===== config.mk =====
export PLATFORM = sky130hd
export DESIGN_NAME = bar_pattern
export DESIGN_NICKNAME = d
export VERILOG_FILES = /design/src/hw/video_timing_pkg.sv /design/src/hw/pixel_pkg.sv /design/src/hw/bar_pattern.sv
export SDC_FILE = /design/constraint.sdc
export NUM_CORES = 1
export LEC_CHECK = 0
export ABC_AREA = 1
export BUFFER_PORTS_ARGS = -buffer_cell sky130_fd_sc_hd__buf_2
export CELL_PAD_IN_SITES_DETAIL_PLACEMENT = 2
export CELL_PAD_IN_SITES_GLOBAL_PLACEMENT = 2
export CORE_MARGIN = 8
export CORE_UTILIZATION = 16
export CTS_CLUSTER_SIZE = 25
export DETAILED_ROUTE_END_ITERATION = 6
export MAX_ROUTING_LAYER = met4
export PLACE_DENSITY = 0.68
export SLEW_MARGIN = 20
export SYNTH_ARGS = -nofsm -noshare
export SYNTH_HDL_FRONTEND = slang
export SYNTH_SLANG_ARGS = --single-unit

===== constraint.sdc =====
create_clock -name clk -period 1.11 [get_ports clk]
set_clock_uncertainty 0.1 [all_clocks]
set_input_delay 0.1665 -clock clk [delete_from_list [all_inputs] [get_ports clk]]
set_output_delay 0.1665 -clock clk [all_outputs]
set_load 0.01 [all_outputs]

===== src/hw/video_timing_pkg.sv =====
package video_timing_pkg;

    // Timing standard chosen by the host at run time
    typedef enum logic {
        PAL  = 1'b0,
        NTSC = 1'b1
    } video_mode_t;

    // Counter widths cover the longer standard
    localparam int hc_width = 9;
    localparam int vc_width = 9;

    //////////////////////////////////////////////////////////////////////
    // Horizontal timing in 7 MHz pixel clocks
    //////////////////////////////////////////////////////////////////////

    localparam logic [hc_width-1:0] pal_line_clocks  = hc_width'(448);
    localparam logic [hc_width-1:0] ntsc_line_clocks = hc_width'(456);
    localparam logic [hc_width-1:0] active_clocks    = hc_width'(352);

    // Same sync pulse position and length in both standards
    localparam logic [hc_width-1:0] hsync_start = hc_width'(376);
    localparam logic [hc_width-1:0] hsync_len   = hc_width'(32);

    //////////////////////////////////////////////////////////////////////
    // Vertical timing in lines
    //////////////////////////////////////////////////////////////////////

    localparam logic [vc_width-1:0] pal_frame_lines   = vc_width'(312);
    localparam logic [vc_width-1:0] ntsc_frame_lines  = vc_width'(262);
    localparam logic [vc_width-1:0] pal_active_lines  = vc_width'(288);
    localparam logic [vc_width-1:0] ntsc_active_lines = vc_width'(240);

    // Vertical sync lines as an inclusive range
    localparam logic [vc_width-1:0] pal_vsync_first  = vc_width'(296);
    localparam logic [vc_width-1:0] pal_vsync_last   = vc_width'(299);
    localparam logic [vc_width-1:0] ntsc_vsync_first = vc_width'(248);
    localparam logic [vc_width-1:0] ntsc_vsync_last  = vc_width'(250);

    // Per-mode selectors
    function automatic logic [hc_width-1:0] line_last(input video_mode_t mode);
        return (mode == NTSC) ? ntsc_line_clocks - 1'b1 : pal_line_clocks - 1'b1;
    endfunction

    function automatic logic [vc_width-1:0] frame_last(input video_mode_t mode);
        return (mode == NTSC) ? ntsc_frame_lines - 1'b1 : pal_frame_lines - 1'b1;
    endfunction

    function automatic logic [vc_width-1:0] active_lines(input video_mode_t mode);
        return (mode == NTSC) ? ntsc_active_lines : pal_active_lines;
    endfunction

    function automatic logic [vc_width-1:0] vsync_first(input video_mode_t mode);
        return (mode == NTSC) ? ntsc_vsync_first : pal_vsync_first;
    endfunction

    function automatic logic [vc_width-1:0] vsync_last(input video_mode_t mode);
        return (mode == NTSC) ? ntsc_vsync_last : pal_vsync_last;
    endfunction

endpackage


===== src/hw/pixel_pkg.sv =====
package pixel_pkg;

    // Bits per colour channel, and one RGB pixel packed as {r, g, b}
    localparam int colour_width = 3;
    localparam int pixel_width  = 3 * colour_width;

    //////////////////////////////////////////////////////////////////////
    // Colour bar geometry
    //////////////////////////////////////////////////////////////////////

    localparam int bar_clocks      = 44;
    localparam int bar_count       = 8;
    localparam int bar_index_width = $clog2(bar_count);

    // Channel levels
    localparam logic [colour_width-1:0] chan_off  = {colour_width{1'b0}};
    localparam logic [colour_width-1:0] chan_full = {colour_width{1'b1}};

    // Black pixel for everything outside the active area
    localparam logic [pixel_width-1:0] pixel_black = {chan_off, chan_off, chan_off};

    // Binary GRB order
    // index bit 2 is green, bit 1 red, bit 0 blue
    localparam logic [pixel_width-1:0] bar_colours [bar_count] = '{
        {chan_off,  chan_off,  chan_off},    // black
        {chan_off,  chan_off,  chan_full},   // blue
        {chan_full, chan_off,  chan_off},    // red
        {chan_full, chan_off,  chan_full},   // magenta
        {chan_off,  chan_full, chan_off},    // green
        {chan_off,  chan_full, chan_full},   // cyan
        {chan_full, chan_full, chan_off},    // yellow
        {chan_full, chan_full, chan_full}    // white
    };

endpackage


===== src/hw/bar_pattern.sv =====
`timescale 1ns/1ps

module bar_pattern (
    input  logic                                  clk,
    input  logic                                  rst,
    input  logic [video_timing_pkg::hc_width-1:0] hc,
    input  logic                                  blank,
    output logic [pixel_pkg::colour_width-1:0]    r,
    output logic [pixel_pkg::colour_width-1:0]    g,
    output logic [pixel_pkg::colour_width-1:0]    b
);

    import video_timing_pkg::*;
    import pixel_pkg::*;

    logic [bar_index_width-1:0] bar_idx;
    logic [pixel_width-1:0]     colour;

    // Bar index steps once every bar_clocks
    // saturates at the last bar past the active area
    always_comb begin
        bar_idx = '0;
        for (int i = 1; i < bar_count; i++) begin
            if (hc >= hc_width'(i * bar_clocks)) begin
                bar_idx = bar_index_width'(i);
            end
        end
    end

    // Black outside the active area
    always_comb begin
        colour = blank ? pixel_black : bar_colours[bar_idx];
    end

    // Single pipeline stage
    always_ff @(posedge clk) begin
        if (rst) begin
            r <= '0;
            g <= '0;
            b <= '0;
        end else begin
            r <= colour[pixel_width-1 -: colour_width];
            g <= colour[2*colour_width-1 -: colour_width];
            b <= colour[colour_width-1:0];
        end
    end

endmodule


== Yosys cells after proc, flatten, opt, wreduce, memory -nomap -nowiden ==
Memories as Yosys holds them, arrays and structs flattened. A register that Yosys moved wholly into a read port is not among the register bits.
Index checks and enable logic that the tools add are counted.
Operators by class
  order comparisons: 7
  mux-type cells: 7
  bitwise operators: 1
  reductions and logical operators: 1
Operators by type and width (number)
  $ge 9x8->1 const B: 3
  $ge 9x9->1 const B: 2
  $mux 3: 6
  $ge 9x6->1 const B: 1
  $ge 9x7->1 const B: 1
  $not 3->4: 1
  $reduce_or 2->1: 1
  $mux 1: 1
Word-level totals
  register bits after elaboration: 0
  ROM bits: 72
  bits of input ports: 12
  memories kept: 1
Memories
  (name not given): words 8, width 9, rd ports 1, clocked after Yosys merged registers in 1, wr ports 0, RTL line bar_pattern.sv:32  | colour = blank ? pixel_black : bar_colours[bar_idx];

== Logic depth before layout (Yosys ltp) ==
  depth in word-level cells: 9
  mapped depth: 10
  mapped depth without buffers: 10

== Worst setup path after synthesis ==
No wires, ideal clock.
  path type: input to register
  start: in hc[7] in the netlist's numbering
  end: reg b[2] in the netlist's numbering
  library setup time: 66 ps
  arrival time: 765 ps
  required time: 944 ps
  slack: 179 ps
  cell stages on the path: 9
  cells stage by stage: nor2_1 nand2_1 nor2_1 nand2_1 nand2_1 nand2_1 nand2_1 nand2_1 a21oi_2
Between the ends
  longest elaborated chain between the ends: 9
Ends and longest elaborated chain
  from (decl): RTL line bar_pattern.sv:6  | input logic [video_timing_pkg::hc_width-1:0] hc,
  $ge 9x6->1: RTL line bar_pattern.sv:24  | if (hc >= hc_width'(i * bar_clocks)) begin
  $mux 1: RTL line bar_pattern.sv:24
  $mux 3 (5 in series): RTL line bar_pattern.sv:24
  $mux 3 (*): RTL line bar_pattern.sv:24
  $not 3->4 (not written as such) (*): RTL line bar_pattern.sv:32
  to (signal assigned): RTL line bar_pattern.sv:44  | b <= colour[colour_width-1:0];
  to (decl): RTL line bar_pattern.sv:10  | output logic [pixel_pkg::colour_width-1:0] b
Mark *: on every way between the ends. The rest lies on a longest branch, timed or not.

== Worst setup path after layout ==
Ends and elaborated chain as after synthesis.

==> flow_summary.json <==
{
  "post_drt_wl_per_cell_um": 10.8,
  "cpMostUsedCell": "nand2_1",
  "drive_gt1_share_pct": 36.4,
  "crit_arrival_ps": 1030,
  "grt_pass1_vias": 455,
  "final-hold-violation-count": 0,
  "rsz0062_at_grt": "no",
  "synth_fp_nets": 70,
  "fin_crit_sh_pct": 86.9,
  "hp-class": "in2reg",
  "synth_edf_count": 0,
  "nets": 90,
  "synth_area_per_cell_um2": 5.39,
  "gp_congestion": 0.741,
  "rows": 16,
  "synth-seq-cells": 3,
  "critPathCaptureType": "register",
  "cts.sinks": 3,
  "io_pins": 21,
  "die_area_um2": 3630,
  "drtAntennaViolNets": 0,
  "ys_dominant_reg_cell": "dfxtp_1",
  "slew_headroom_pct": 76.4,
  "ctsResizeCount": 0,
  "syn_inst": 58,
  "area_growth_pct": 40.8,
  "leakagePower_nw": 0.258,
  "slew_viol_final": 0,
  "cts_tree": "yes",
  "grt_pass1_wl_um": 1920,
  "fillers": 253,
  "core-area_um2": 1900,
  "syn_area_um2": 313,
  "drtPass1Iterations": 2,
  "fin_crit_ps": 964,
  "clkPwrFrac_pct": 44.0,
  "combinationalPowerShare_pct": 28.8,
  "die_x_um": 60.2,
  "root_buffer": "clkbuf_4",
  "worstSetupStartpointType": "primary input",
  "cp_num_buf_inv": 1,
  "p_sw_uw": 133,
  "drv_cap": 0,
  "holdWs_ps": 109,
  "status": "complete, no violations",
  "cts_hold_buffers": 0,
  "drt_iter0_drc": 5,
  "numCtsBuffers": 3,
  "ys_warn_count": 0,
  "grt_max_degree": 6,
  "final_util_pct": 23.2,
  "multiInputGateArea_um2": 178,
  "vdd_drop_max_v": 0.000196,
  "place_hpwl_um": 1030,
  "drc": 0,
  "min_path_cells": 3,
  "htreeDepth": 1,
  "crit_type": "in2reg",
  "clkTransAtPathRegs_ps": 40,
  "synthArstFlopShare_pct": 0,
  "yosysMostFrequentCell": "nand2_1",
  "synth_top_area_share_pct": 22.8,
  "tightest_slew_ps": 351,
  "antenna_cells": 0,
  "slowest_delay_ps": 170,
  "clk_path_buf_depth": 2,
  "seqCellArea_um2": 60.1,
  "netlist_top_cells_count": "nand2_1 (19), nor2_1 (11), buf_4 (6), inv_1 (6), dfxtp_1 (3)",
  "required_ps": 1180,
  "min_to": "b[2]",
  "power_density_nw_per_um2": 982,
  "ys_seq_area_share_pct": 19.2,
  "p_int_uw": 300,
  "vias": 412,
  "pwr-share-seq_pct": 27.2,
  "path_max_fanout": 4,
  "start_util_pct": 16.4,
  "post_cts_buffers": 0,
  "antenna_found_initial": 0,
  "port_buffers": 18,
  "yosysUniqueCellTypes": 14,
  "routed_via_density": 3.96,
  "slowest_stage": "nor2_1",
  "finalSetupViolations": 0,
  "grt_overflow": 0,
  "synthTopCellsByArea": "nand2_1 (23%), dfxtp_1 (19%), buf_4 (14%)",
  "die_h_um": 60.2,
  "max_freq_mhz": 1040,
  "path_cells": "buf_2 > nor2_1 > nand2_1 > nor2_1 > nand2_1 > nand2_1 > nand2_1 > nand2_1 > nand2_1 > a21oi_2",
  "grt_usage_pct": 7.17,
  "hp-start": "rst",
  "critPathTopFamily": "simple AND/OR/NAND/NOR gates",
  "wl_um": 1120,
  "swShare_pct": 30.7,
  "yosysTopAreaCell": "nand2_1"
}
-- power groups by stage --
| stage | combinational [mW] | sequential [mW] | clock [mW] |
|---|---|---|---|
| after global placement | 0.123 | 0.119 | 0 |
| after floorplan | 0.0740 | 0.123 | 0 |
| final | 0.124 | 0.118 | 0.190 |
| after CTS | 0.129 | 0.118 | 0.198 |
| after detailed placement | 0.128 | 0.120 | 0 |
| after global routing | 0.143 | 0.119 | 0.215 |
-- tightest hold or removal path, cell delays in order --
cell	delay, ps
buf_2	70
or2_2	120
a21oi_2	30
-- sequential cells by signal (all words and copies together) (netlist names) --
name and cells:
r 1, g 1, b 1
-- stage by stage --
stage	TNS, ps	std cells	setup slack (ps)	power (mW)	cell area (um2)
finish	0	104	146	0.433	440
global placement	-111	100	-79.6	0.242	414
floorplan	0	58	179	0.197	313
detailed placement	-174	100	-126	0.248	414
CTS	0	104	115	0.445	440
global route	0	104	27.9	0.477	440
-- cell type report --
class	instances	share of cell area, %
clock buffer	4	5.97
sequential	3	13.6
tap	27	7.67
inverter	8	6.82
multi-input combinational	41	40.3
timing repair buffer	21	25.6
-- routing by layer --
metal | up-vias | share of wire [%] | GRT usage, %
met2 | 18 | 46 | 11.6
met1 | 184 | 42 | 7.21
met4 | 0 | 0 | 5.10
met5 | - | 0 | -
li1 | 210 | - | -
met3 | 0 | 12 | 2.15
-- worst max path at each step --
stage	start	to	slack, ps	cells after the start
floorplan	hc[7]	b[2]	180	9
global placement	hc[6]	b[2]	-80	6
detailed placement	hc[7]	b[2]	-130	10
CTS	hc[7]	b[2]	120	10
global route	hc[7]	b[2]	30	10
finish	hc[7]	b[2]	150	10
-- cell families (layout without fill, tap and decap cells) --
logic type,count (synthesis),after routing,share of synthesized area [%]
DFF,3,3,19.2
and+or+nand+nor,34,34,43.2
AOI/OAI and AO/OA,7,7,13.6
buffers and inverters,14,33,24.0
-- cells in the final DEF, fill, tap and decap left out --
| cell type | n |
|---|---|
| clkbuf_4 | 3 |
| nand2_1 | 19 |
| a21oi_2 | 1 |
| clkbuf_1 | 1 |
| or2_2 | 1 |
| o31ai_1 | 1 |
| buf_4 | 3 |
| buf_2 | 18 |
| nor4_1 | 1 |
| a31oi_1 | 1 |
| inv_1 | 6 |
| o21ai_0 | 2 |
| nor2_1 | 11 |
| inv_2 | 2 |
| nand3_1 | 2 |
| dfxtp_1 | 3 |
| a21oi_1 | 2 |
(Power assumes the default switching activity.)
